==> src/logic/uart_pkg.sv <==
package uart_pkg;

    localparam int NUM_CHANNELS = 4;
    localparam int ADDR_WIDTH   = 32;
    localparam int DATA_WIDTH   = 32;
    localparam int CH_SEL_LSB   = 4;                  // addr[3:0] picks the register
    localparam int CH_SEL_WIDTH = 4;                  // addr[7:4] picks the channel
    localparam int CH_IDX_WIDTH = $clog2(NUM_CHANNELS);
    localparam int FIFO_DEPTH   = 8;
    localparam int BAUD_WIDTH   = 16;
    localparam int NUM_INTS     = 2;

    localparam logic [BAUD_WIDTH-1:0] BAUD_RESET_DIV = 16'd234;   // 27 MHz / 115200

    // register offsets inside one channel
    localparam logic [CH_SEL_LSB-1:0] REG_BAUD_L   = 4'd0;
    localparam logic [CH_SEL_LSB-1:0] REG_BAUD_H   = 4'd1;
    localparam logic [CH_SEL_LSB-1:0] REG_STATUS   = 4'd2;
    localparam logic [CH_SEL_LSB-1:0] REG_DATA     = 4'd3;
    localparam logic [CH_SEL_LSB-1:0] REG_INT_EN   = 4'd4;
    localparam logic [CH_SEL_LSB-1:0] REG_INT_PEND = 4'd5;

    localparam int INT_RX_READY = 0;
    localparam int INT_TX_EMPTY = 1;

    localparam int STAT_RX_READY  = 0;
    localparam int STAT_TX_FULL   = 1;
    localparam int STAT_FRAME_ERR = 2;                // flag of the head rx entry

    typedef struct packed {
        logic       frame_err;                        // stop bit sampled low
        logic [7:0] data;
    } rx_entry_t;

endpackage

==> src/logic/uart_bus_if.sv <==
`timescale 1ns/1ps

interface uart_bus_if;

    logic                                enable;      // held until ready, low between commands
    logic                                wr_en;
    logic [uart_pkg::CH_SEL_LSB-1:0]     reg_addr;
    logic [uart_pkg::DATA_WIDTH-1:0]     wdata;
    logic [uart_pkg::DATA_WIDTH/8-1:0]   be;
    logic                                ready;
    logic [uart_pkg::DATA_WIDTH-1:0]     rdata;
    logic                                err;

    modport bus (
        output enable, wr_en, reg_addr, wdata, be,
        input  ready, rdata, err
    );

    modport channel (
        input  enable, wr_en, reg_addr, wdata, be,
        output ready, rdata, err
    );

endinterface

==> src/logic/uart_fifo.sv <==
`timescale 1ns/1ps

module uart_fifo #(
    parameter type T     = logic [7:0],
    parameter int  DEPTH = uart_pkg::FIFO_DEPTH
) (
    input  logic clk,
    input  logic rst_n,
    input  logic i_push,
    input  T     i_data,
    input  logic i_pop,
    output T     o_data,
    output logic o_empty,
    output logic o_full
);

    T                         mem [DEPTH];
    logic [$clog2(DEPTH)-1:0] wr_ptr;             // wraps naturally, DEPTH is a power of two
    logic [$clog2(DEPTH)-1:0] rd_ptr;
    logic [$clog2(DEPTH):0]   count;

    assign o_data  = mem[rd_ptr];                 // head visible the cycle after a push
    assign o_empty = (count == '0);
    assign o_full  = (count == DEPTH);

    always_ff @(posedge clk) begin
        if (i_push) begin
            mem[wr_ptr] <= i_data;
        end
    end

    always_ff @(posedge clk) begin
        if (!rst_n) begin
            wr_ptr <= '0;
            rd_ptr <= '0;
            count  <= '0;
        end else begin
            if (i_push) wr_ptr <= wr_ptr + 1'b1;
            if (i_pop)  rd_ptr <= rd_ptr + 1'b1;
            case ({i_push, i_pop})
                2'b10:   count <= count + 1'b1;
                2'b01:   count <= count - 1'b1;
                default: count <= count;
            endcase
        end
    end

    // callers must check full/empty before they strobe
    a_no_overflow: assert property (@(posedge clk) disable iff (!rst_n)
        !(i_push && o_full) && !(i_pop && o_empty));

endmodule

==> src/logic/uart_tx.sv <==
`timescale 1ns/1ps

module uart_tx (
    input  logic                            clk,
    input  logic                            rst_n,
    input  logic [uart_pkg::BAUD_WIDTH-1:0] i_baud_div,
    input  logic                            i_valid,
    input  logic [7:0]                      i_data,
    output logic                            o_ready,
    output logic                            o_tx
);

    logic                            busy;
    logic [8:0]                      shift;        // data bits then the stop bit
    logic [3:0]                      bit_cnt;      // bits left after the current one
    logic [uart_pkg::BAUD_WIDTH-1:0] baud_cnt;

    assign o_ready = !busy;

    always_ff @(posedge clk) begin
        if (!rst_n) begin
            busy     <= 1'b0;
            shift    <= '1;
            bit_cnt  <= '0;
            baud_cnt <= '0;
            o_tx     <= 1'b1;                      // line idles high
        end else if (!busy) begin
            if (i_valid) begin
                busy     <= 1'b1;
                o_tx     <= 1'b0;                  // start bit
                shift    <= {1'b1, i_data};
                bit_cnt  <= 4'd9;
                baud_cnt <= i_baud_div;
            end
        end else if (baud_cnt != '0) begin
            baud_cnt <= baud_cnt - 1'b1;
        end else if (bit_cnt == 4'd0) begin
            busy <= 1'b0;                          // stop bit done
        end else begin
            o_tx     <= shift[0];                  // lsb first
            shift    <= {1'b1, shift[8:1]};
            bit_cnt  <= bit_cnt - 1'b1;
            baud_cnt <= i_baud_div;
        end
    end

    a_idle_high: assert property (@(posedge clk) disable iff (!rst_n)
        !busy |-> o_tx);

endmodule

==> src/logic/uart_rx.sv <==
`timescale 1ns/1ps

module uart_rx (
    input  logic                            clk,
    input  logic                            rst_n,
    input  logic [uart_pkg::BAUD_WIDTH-1:0] i_baud_div,
    input  logic                            i_rx,
    output logic                            o_valid,
    output uart_pkg::rx_entry_t             o_entry
);

    logic [1:0]                      sync;
    logic                            rx_s;
    logic                            busy;
    logic [3:0]                      bit_cnt;      // 0 start, 1..8 data, 9 stop
    logic [uart_pkg::BAUD_WIDTH-1:0] baud_cnt;
    logic [7:0]                      shift;

    assign rx_s = sync[1];

    always_ff @(posedge clk) begin
        if (!rst_n) begin
            sync     <= 2'b11;
            busy     <= 1'b0;
            bit_cnt  <= '0;
            baud_cnt <= '0;
            o_valid  <= 1'b0;
        end else begin
            sync    <= {sync[0], i_rx};
            o_valid <= 1'b0;
            if (!busy) begin
                if (!rx_s) begin
                    busy     <= 1'b1;
                    bit_cnt  <= '0;
                    baud_cnt <= i_baud_div >> 1;   // half a bit to the middle of start
                end
            end else if (baud_cnt != '0) begin
                baud_cnt <= baud_cnt - 1'b1;
            end else begin
                baud_cnt <= i_baud_div;
                if (bit_cnt == 4'd0) begin
                    if (rx_s) begin
                        busy <= 1'b0;              // glitch, not a real start
                    end else begin
                        bit_cnt <= 4'd1;
                    end
                end else if (bit_cnt == 4'd9) begin
                    busy              <= 1'b0;
                    o_valid           <= 1'b1;
                    o_entry.data      <= shift;
                    o_entry.frame_err <= !rx_s;    // stop bit must read high
                end else begin
                    shift   <= {rx_s, shift[7:1]};
                    bit_cnt <= bit_cnt + 1'b1;
                end
            end
        end
    end

endmodule

==> src/logic/uart_channel.sv <==
`timescale 1ns/1ps

module uart_channel (
    input  logic               clk,
    input  logic               rst_n,
    uart_bus_if.channel        bus,
    input  logic               i_rx,
    output logic               o_tx,
    output logic               o_irq
);

    logic [uart_pkg::BAUD_WIDTH-1:0] baud_div;
    logic [uart_pkg::NUM_INTS-1:0]   int_en;
    logic [uart_pkg::NUM_INTS-1:0]   int_pend;
    logic                            retire;       // 0 issue, 1 retire

    logic                            tx_push;
    logic [7:0]                      tx_byte;
    logic [7:0]                      tx_head;
    logic                            tx_empty;
    logic                            tx_full;
    logic                            tx_ready;
    logic                            tx_empty_q;

    logic                            rx_pop;
    logic                            rx_push;
    logic                            rx_valid;
    uart_pkg::rx_entry_t             rx_entry;
    uart_pkg::rx_entry_t             rx_head;
    logic                            rx_empty;
    logic                            rx_full;
    logic                            rx_ready;
    logic                            rx_ready_q;

    assign rx_ready = !rx_empty;
    assign rx_push  = rx_valid && !rx_full;        // full rx fifo drops the byte
    assign o_irq    = |(int_en & int_pend);

    uart_fifo #(.T(logic [7:0]), .DEPTH(uart_pkg::FIFO_DEPTH)) tx_fifo_i (
        .clk(clk), .rst_n(rst_n),
        .i_push(tx_push), .i_data(tx_byte),
        .i_pop(tx_ready && !tx_empty), .o_data(tx_head),
        .o_empty(tx_empty), .o_full(tx_full)
    );

    uart_tx tx_i (
        .clk(clk), .rst_n(rst_n), .i_baud_div(baud_div),
        .i_valid(!tx_empty), .i_data(tx_head), .o_ready(tx_ready), .o_tx(o_tx)
    );

    uart_fifo #(.T(uart_pkg::rx_entry_t), .DEPTH(uart_pkg::FIFO_DEPTH)) rx_fifo_i (
        .clk(clk), .rst_n(rst_n),
        .i_push(rx_push), .i_data(rx_entry),
        .i_pop(rx_pop), .o_data(rx_head),
        .o_empty(rx_empty), .o_full(rx_full)
    );

    uart_rx rx_i (
        .clk(clk), .rst_n(rst_n), .i_baud_div(baud_div),
        .i_rx(i_rx), .o_valid(rx_valid), .o_entry(rx_entry)
    );

    always_ff @(posedge clk) begin
        if (!rst_n) begin
            baud_div   <= uart_pkg::BAUD_RESET_DIV;
            int_en     <= '0;
            int_pend   <= '0;
            retire     <= 1'b0;
            tx_push    <= 1'b0;
            rx_pop     <= 1'b0;
            tx_empty_q <= 1'b1;
            rx_ready_q <= 1'b0;
            bus.ready  <= 1'b0;
            bus.err    <= 1'b0;
        end else begin
            tx_push <= 1'b0;                       // single cycle strobes
            rx_pop  <= 1'b0;
            if (bus.enable && !bus.ready) begin
                if (retire) begin
                    bus.ready <= 1'b1;
                end else if (!bus.be[0]) begin
                    bus.ready <= 1'b1;             // lane 0 is mandatory
                    bus.err   <= 1'b1;
                end else begin
                    retire <= 1'b1;
                    if (bus.wr_en) begin
                        case (bus.reg_addr)
                            uart_pkg::REG_BAUD_L: begin
                                if (bus.be[1]) baud_div <= bus.wdata[15:0];
                                else           baud_div[7:0] <= bus.wdata[7:0];
                            end
                            uart_pkg::REG_BAUD_H:   baud_div[15:8] <= bus.wdata[7:0];
                            uart_pkg::REG_STATUS: ;            // read only
                            uart_pkg::REG_DATA: begin
                                if (!tx_full) begin            // silently dropped when full
                                    tx_push <= 1'b1;
                                    tx_byte <= bus.wdata[7:0];
                                end
                            end
                            uart_pkg::REG_INT_EN:   int_en <= bus.wdata[uart_pkg::NUM_INTS-1:0];
                            uart_pkg::REG_INT_PEND:
                                int_pend <= int_pend & ~bus.wdata[uart_pkg::NUM_INTS-1:0];
                            default:                bus.err <= 1'b1;
                        endcase
                    end else begin
                        bus.rdata <= '0;
                        case (bus.reg_addr)
                            uart_pkg::REG_BAUD_L: begin
                                if (bus.be[1]) bus.rdata[15:0] <= baud_div;
                                else           bus.rdata[7:0]  <= baud_div[7:0];
                            end
                            uart_pkg::REG_BAUD_H:   bus.rdata[7:0] <= baud_div[15:8];
                            uart_pkg::REG_STATUS: begin
                                bus.rdata[uart_pkg::STAT_RX_READY]  <= rx_ready;
                                bus.rdata[uart_pkg::STAT_TX_FULL]   <= tx_full;
                                bus.rdata[uart_pkg::STAT_FRAME_ERR] <= rx_ready && rx_head.frame_err;
                            end
                            uart_pkg::REG_DATA: begin
                                if (rx_ready) begin
                                    bus.rdata[7:0] <= rx_head.data;
                                    rx_pop         <= 1'b1;
                                end
                            end
                            uart_pkg::REG_INT_EN:   bus.rdata[uart_pkg::NUM_INTS-1:0] <= int_en;
                            uart_pkg::REG_INT_PEND: bus.rdata[uart_pkg::NUM_INTS-1:0] <= int_pend;
                            default:                bus.err <= 1'b1;
                        endcase
                    end
                end
            end else if (!bus.enable) begin
                bus.ready <= 1'b0;                 // idle cycle rearms the machine
                bus.err   <= 1'b0;
                retire    <= 1'b0;
            end

            // pending bits latch on rising edges, a new edge beats a clear
            if (rx_ready && !rx_ready_q) int_pend[uart_pkg::INT_RX_READY] <= 1'b1;
            if (tx_empty && !tx_empty_q) int_pend[uart_pkg::INT_TX_EMPTY] <= 1'b1;
            rx_ready_q <= rx_ready;
            tx_empty_q <= tx_empty;
        end
    end

    a_ready_needs_enable: assert property (@(posedge clk) disable iff (!rst_n)
        $rose(bus.ready) |-> $past(bus.enable));

endmodule

==> src/logic/uart_bus_split.sv <==
`timescale 1ns/1ps

module uart_bus_split (
    input  logic                                i_enable,
    input  logic                                i_wr_en,
    input  logic [uart_pkg::ADDR_WIDTH-1:0]     i_addr,
    input  logic [uart_pkg::DATA_WIDTH-1:0]     i_wdata,
    input  logic [uart_pkg::DATA_WIDTH/8-1:0]   i_be,
    uart_bus_if.bus                             ch [uart_pkg::NUM_CHANNELS],
    output logic [uart_pkg::CH_SEL_WIDTH-1:0]   o_sel,
    output logic                                o_bad_sel
);

    localparam int SEL_TOP = uart_pkg::CH_SEL_LSB + uart_pkg::CH_SEL_WIDTH;

    logic upper_set;

    assign o_sel     = i_addr[uart_pkg::CH_SEL_LSB +: uart_pkg::CH_SEL_WIDTH];
    assign upper_set = |i_addr[uart_pkg::ADDR_WIDTH-1:SEL_TOP];
    assign o_bad_sel = upper_set || (o_sel >= uart_pkg::NUM_CHANNELS);

    for (genvar i = 0; i < uart_pkg::NUM_CHANNELS; i++) begin : g_ch
        // only the addressed channel sees enable
        assign ch[i].enable   = i_enable && !o_bad_sel && (o_sel == i);
        assign ch[i].wr_en    = i_wr_en;
        assign ch[i].reg_addr = i_addr[uart_pkg::CH_SEL_LSB-1:0];
        assign ch[i].wdata    = i_wdata;
        assign ch[i].be       = i_be;
    end

endmodule

==> src/logic/uart_bus_join.sv <==
`timescale 1ns/1ps

module uart_bus_join (
    input  logic                               clk,
    input  logic                               rst_n,
    uart_bus_if.bus                            ch [uart_pkg::NUM_CHANNELS],
    input  logic [uart_pkg::CH_SEL_WIDTH-1:0]  i_sel,
    input  logic                               i_bad_sel,
    input  logic                               i_enable,
    output logic                               o_ready,
    output logic [uart_pkg::DATA_WIDTH-1:0]    o_rdata,
    output logic                               o_err
);

    logic [uart_pkg::NUM_CHANNELS-1:0] ch_ready;
    logic [uart_pkg::NUM_CHANNELS-1:0] ch_err;
    logic [uart_pkg::DATA_WIDTH-1:0]   ch_rdata [uart_pkg::NUM_CHANNELS];
    logic [uart_pkg::CH_IDX_WIDTH-1:0] idx;
    logic                              bad_resp;   // ready and err for a missing channel

    for (genvar i = 0; i < uart_pkg::NUM_CHANNELS; i++) begin : g_ch
        assign ch_ready[i] = ch[i].ready;
        assign ch_err[i]   = ch[i].err;
        assign ch_rdata[i] = ch[i].rdata;
    end

    assign idx     = i_sel[uart_pkg::CH_IDX_WIDTH-1:0];
    assign o_ready = i_bad_sel ? bad_resp : ch_ready[idx];
    assign o_err   = i_bad_sel ? bad_resp : ch_err[idx];
    assign o_rdata = i_bad_sel ? '0 : ch_rdata[idx];

    always_ff @(posedge clk) begin
        if (!rst_n) begin
            bad_resp <= 1'b0;
        end else if (!i_enable) begin
            bad_resp <= 1'b0;
        end else if (i_bad_sel) begin
            bad_resp <= 1'b1;                      // answer on the first edge
        end
    end

endmodule

==> src/logic/uart_periph_top.sv <==
`timescale 1ns/1ps

module uart_periph_top (
    input  logic                                 clk,
    input  logic                                 rst_n,
    input  logic                                 i_enable,
    input  logic                                 i_wr_en,
    input  logic [uart_pkg::ADDR_WIDTH-1:0]      i_addr,
    input  logic [uart_pkg::DATA_WIDTH-1:0]      i_wdata,
    input  logic [uart_pkg::DATA_WIDTH/8-1:0]    i_be,
    output logic                                 o_ready,
    output logic [uart_pkg::DATA_WIDTH-1:0]      o_rdata,
    output logic                                 o_err,
    output logic [uart_pkg::NUM_CHANNELS-1:0]    o_irq,
    input  logic [uart_pkg::NUM_CHANNELS-1:0]    i_rx,
    output logic [uart_pkg::NUM_CHANNELS-1:0]    o_tx
);

    logic [uart_pkg::CH_SEL_WIDTH-1:0] sel;
    logic                              bad_sel;

    uart_bus_if ch_bus [uart_pkg::NUM_CHANNELS] ();

    uart_bus_split split_i (
        .i_enable(i_enable), .i_wr_en(i_wr_en), .i_addr(i_addr),
        .i_wdata(i_wdata), .i_be(i_be),
        .ch(ch_bus), .o_sel(sel), .o_bad_sel(bad_sel)
    );

    for (genvar i = 0; i < uart_pkg::NUM_CHANNELS; i++) begin : g_chan
        uart_channel chan_i (
            .clk(clk), .rst_n(rst_n), .bus(ch_bus[i]),
            .i_rx(i_rx[i]), .o_tx(o_tx[i]), .o_irq(o_irq[i])
        );
    end

    uart_bus_join join_i (
        .clk(clk), .rst_n(rst_n), .ch(ch_bus),
        .i_sel(sel), .i_bad_sel(bad_sel), .i_enable(i_enable),
        .o_ready(o_ready), .o_rdata(o_rdata), .o_err(o_err)
    );

endmodule

==> config.mk <==
export PLATFORM = sky130hd
export DESIGN_NAME = uart_periph_top
export DESIGN_NICKNAME = d
export VERILOG_FILES = /design/src/logic/uart_pkg.sv /design/src/logic/uart_bus_if.sv /design/src/logic/uart_fifo.sv /design/src/logic/uart_tx.sv /design/src/logic/uart_rx.sv /design/src/logic/uart_channel.sv /design/src/logic/uart_bus_split.sv /design/src/logic/uart_bus_join.sv /design/src/logic/uart_periph_top.sv
export SDC_FILE = /design/constraint.sdc
export NUM_CORES = 2
export LEC_CHECK = 0
export ABC_CLOCK_PERIOD_IN_PS = 4500
export BUFFER_PORTS_ARGS = -buffer_cell sky130_fd_sc_hd__buf_2
export CORE_ASPECT_RATIO = 0.75
export CORE_UTILIZATION = 45
export DETAILED_ROUTE_END_ITERATION = 8
export MAX_ROUTING_LAYER = met4
export PLACE_DENSITY = 0.68
export SETUP_SLACK_MARGIN = 0.5
export SYNTH_ARGS = -nofsm -noshare
export SYNTH_HDL_FRONTEND = slang
export SYNTH_SLANG_ARGS = --single-unit
==> constraint.sdc <==
create_clock -name clk -period 4.5 [get_ports clk]
set_input_delay 0.675 -clock clk [delete_from_list [all_inputs] [get_ports clk]]
set_output_delay 0.675 -clock clk [all_outputs]
set_load 0.05 [all_outputs]
==> results by group <==
Min path
  – WHS Endpoint: g_chan[2].chan_i.rx_i.sync[0]
  – HP Start: i_rx[2]
  – Worst min path class: input pin to flip-flop
  – Hold depth: 2

Logic synthesis
  – Main synth FF type: edfxtp_1
  – Mean Syn Cell Area: 12.9 um^2
  – Post-synthesis cell count: 3778
  – Netlist cell types: 89
  – Sequential area share after synthesis: 61.3%
  – Syn. warnings: 0
  – Post-Syn Area: 0.0487 mm^2
  – #FFs+latches synth: 1137
  – EDFF count, synth: 708
  – Ys async rst share: 0%

STA
  – Final setup TNS: 0 ns
  – Final setup viols: 0
  – Unrepaired setup endpoints after global routing: false
  – Worst Skew: 0.0395 ns
  – Slew margin rel.: 20.7%
  – Final Hold Fails: 0
  – Max Clock Freq: 0.298 GHz
  – Max-slew violations: 0
  – Slew @ Worst Pin: 1.19 ns
  – Period utilization: 74.6%
  – Tmin final: 3.36 ns

Clocking
  – Clock Latency Late Sink: 0.73 ns
  – Post-CTS Hold Buffers: 0
  – CTS sink count: 1137
  – Longest Clk Path Bufs: 3
  – TritonCTS clock tree: yes
  – Clk slew on worst S/H paths: 0.06 ns
  – Clk root buf: clkbuf_16
  – Setup Fix Bufs, Post-CTS: 0
  – H-tree lvl count: 3
  – # resized after CTS: 0
  – TritonCTS Buffers: 106

Floorplan
  – Num rows: 104
  – Initial Util: 45.4%
  – I/O pins: 118
  – Die Y: 287 um
  – Chip width: 382 um
  – Core Box Area: 0.107 mm^2
  – Die area: 0.110 mm^2

Global route
  – Vias in the first global route: 29399
  – Grt met1 use: 31.8%
  – Most Used Layer, Global Route: met2
  – Initial antenna violation count: 9
  – Met3 global-route usage: 5.17%
  – GRT overflow: 0
  – Tot GR Track Use: 22.2%
  – Routing usage on met2: 31.8%
  – Pin count of the biggest net entering global routing: 90
  – First-pass GRT wire length: 181 mm

Power
  – Pleak: 18.4 nW
  – Combinational share of power: 21.5%
  – Clock Power Share: 34.9%
  – Tot Pwr: 27.8 mW
  – Switching share of power: 29.8%
  – Pwr Density: 508 mW/mm^2
  – Int Power: 19.5 mW
  – NetSw: 8.26 mW
  – Seq pwr share: 43.6%
  – Maximum vdd drop: 0.000331 V

Final layout
  – Fin nets: 4003
  – Commonest non-fill, non-tap cell in the layout: edfxtp_1
  – Area Overhead vs Synth: 12.1%
  – Most frequent cells in the layout: 708 x edfxtp_1, 429 x dfxtp_1, 310 x nand2_1, 234 x nor2_1, 200 x mux2i_1
  – Fin area: 0.0546 mm^2
  – Fraction of layout cells with a size suffix above 1: 15.0%

Drt
  – Final ANT Viol Nets: 0
  – DR WL/cell: 22.1 um
  – DRC: 0
  – Post-Route WL: 119 mm
  – First-pass iteration count of the detailed router: 7
  – Vias/cell: 5.82
  – Initial DRC count: 3660
  – Via count: 31242

Place
  – Dpl cell area: 0.0508 mm^2
  – Port Buffers: 83
  – Gpl congestion: 0.906
  – Placed wire-length estimate: 78.6 mm

Critical path
  – Worst Path Max Fanout: 23
  – Worst r2r path cells: 10
  – R2r setup slk: 1.21 ns
  – Worst Path Class, Setup: input pin to output port
  – Crit path from: i_addr[15]
  – Data required, critical path: 3.83 ns
  – Worst setup EP type: output port
  – Critical path startpoint category: input pin
  – Worst Path Arrival: 2.68 ns
  – RR Endpoint: g_chan[3].chan_i.tx_fifo_i.count[3]
  – Worst r2r src: g_chan[3].chan_i.tx_fifo_i.count[3]

Flow run
  – Max Cap Viol: 0

Outcome
  – Status: finished clean
[synthesized netlist by cell type, types with 89 or more instances]
library cell,instances,area share (%)
nand3_1,89,0.91
mux2i_1,201,4.1
a21oi_1,145,1.5
o21ai_0,161,1.7
clkbuf_1,149,1.1
dfxtp_1,429,18
inv_1,99,0.76
nand2_1,310,2.4
nor3_1,102,1.0
mux4_2,154,7.1
edfxtp_1,708,44
nor2_1,234,1.8
[worst max-delay path by stage]
stage                                          end  slack, ns
2_1_floorplan          g_chan[2].chan_i.tx_byte[0]       0.64
3_3_place_gp   g_chan[3].chan_i.tx_fifo_i.count[3]       1.22
3_5_place_dp                                 o_err       1.16
4_1_cts                                      o_err       1.16
5_1_grt        g_chan[3].chan_i.tx_fifo_i.count[3]       1.01
6_report                                     o_err       1.14
[per-stage QoR]
| step | util (%) | setup WS [ns] | hold WS (ns) | instances |
|---|---|---|---|---|
| 6_report | 50.9 | 1.14 | 0.136 | 5372 |
| 5_1_grt | 50.9 | 1.01 | 0.122 | 5369 |
| 4_1_cts | 50.9 | 1.16 | 0.0857 | 5368 |
| 3_5_place_dp | 47.4 | 1.16 | 0.392 | 5166 |
| 3_3_place_gp | 47.4 | 1.22 | 0.391 | 5166 |
| 2_1_floorplan | - | 0.640 | 0.386 | 3793 |
[per-layer routing]
metal	vias up	part of all wire, %
met2	1238	44
met3	184	9.7
met5	-	0
met4	0	2.1
li1	14447	-
met1	15373	44
[logic make-up after synthesis]
| kind of cell | after synthesis | share of synthesized area, % |
|---|---|---|
| AO/OA/AOI/OAI | 633 | 8.39 |
| XOR/XNOR | 99 | 1.78 |
| adder cells (fa/ha/maj) | 84 | 2.28 |
| buffers and inverters | 326 | 2.75 |
| flip-flops | 1137 | 61.3 |
| multiplexers | 393 | 12.1 |
| other | 1 | 0.00770 |
| AND/OR/NAND/NOR | 1105 | 11.4 |
[registers in the layout (all words and copies together) (netlist names), 8 cells and up, named ones only]
register,count
g_chan.chan_i.rx_i.o_entry,36
g_chan.chan_i.int_en,8
g_chan.chan_i.tx_i.baud_cnt,64
g_chan.chan_i.tx_fifo_i.wr_ptr,12
g_chan.chan_i.tx_fifo_i.mem,256
g_chan.chan_i.rx_i.shift,32
g_chan.chan_i.rx_i.bit_cnt,16
g_chan.chan_i.bus.rdata,64
g_chan.chan_i.rx_i.baud_cnt,64
g_chan.chan_i.tx_byte,32
g_chan.chan_i.tx_fifo_i.rd_ptr,12
g_chan.chan_i.rx_fifo_i.wr_ptr,12
g_chan.chan_i.tx_i.shift,32
g_chan.chan_i.rx_fifo_i.rd_ptr,12
g_chan.chan_i.rx_fifo_i.count,16
g_chan.chan_i.rx_i.sync,8
g_chan.chan_i.tx_i.bit_cnt,16
g_chan.chan_i.rx_fifo_i.mem,288
g_chan.chan_i.int_pend,8
g_chan.chan_i.baud_div,64
g_chan.chan_i.tx_fifo_i.count,16
[power groups by stage]
stage | Clock, mW | Sequential [mW] | Combinational (mW)
floorplan | 0 | 12.0 | 4.72
finish | 9.68 | 12.1 | 5.98
detailed placement | 0 | 12.3 | 5.87
global placement | 0 | 12.3 | 5.75
CTS | 9.86 | 12.1 | 5.91
global route | 10.3 | 12.2 | 6.63
[worst max-delay path, cell delays in order]
cell	delay (ns)
buf_2	0.10
nor4_1	0.29
nand4_1	0.19
buf_4	0.24
or2_2	0.58
o21ai_0	0.29
buf_2	0.31
[area by class of cell]
type / count / area (um^2)
inverter: 102 / 388
timing repair buffer: 166 / 1050
clock buffer: 138 / 2910
clock inverter: 64 / 878
sequential: 1137 / 29800
fill: 9099 / 52700
multi-input combinational: 2330 / 17800
tap: 1431 / 1790
antenna: 4 / 10.0
Note: power is estimated with default switching activity, not from simulation.
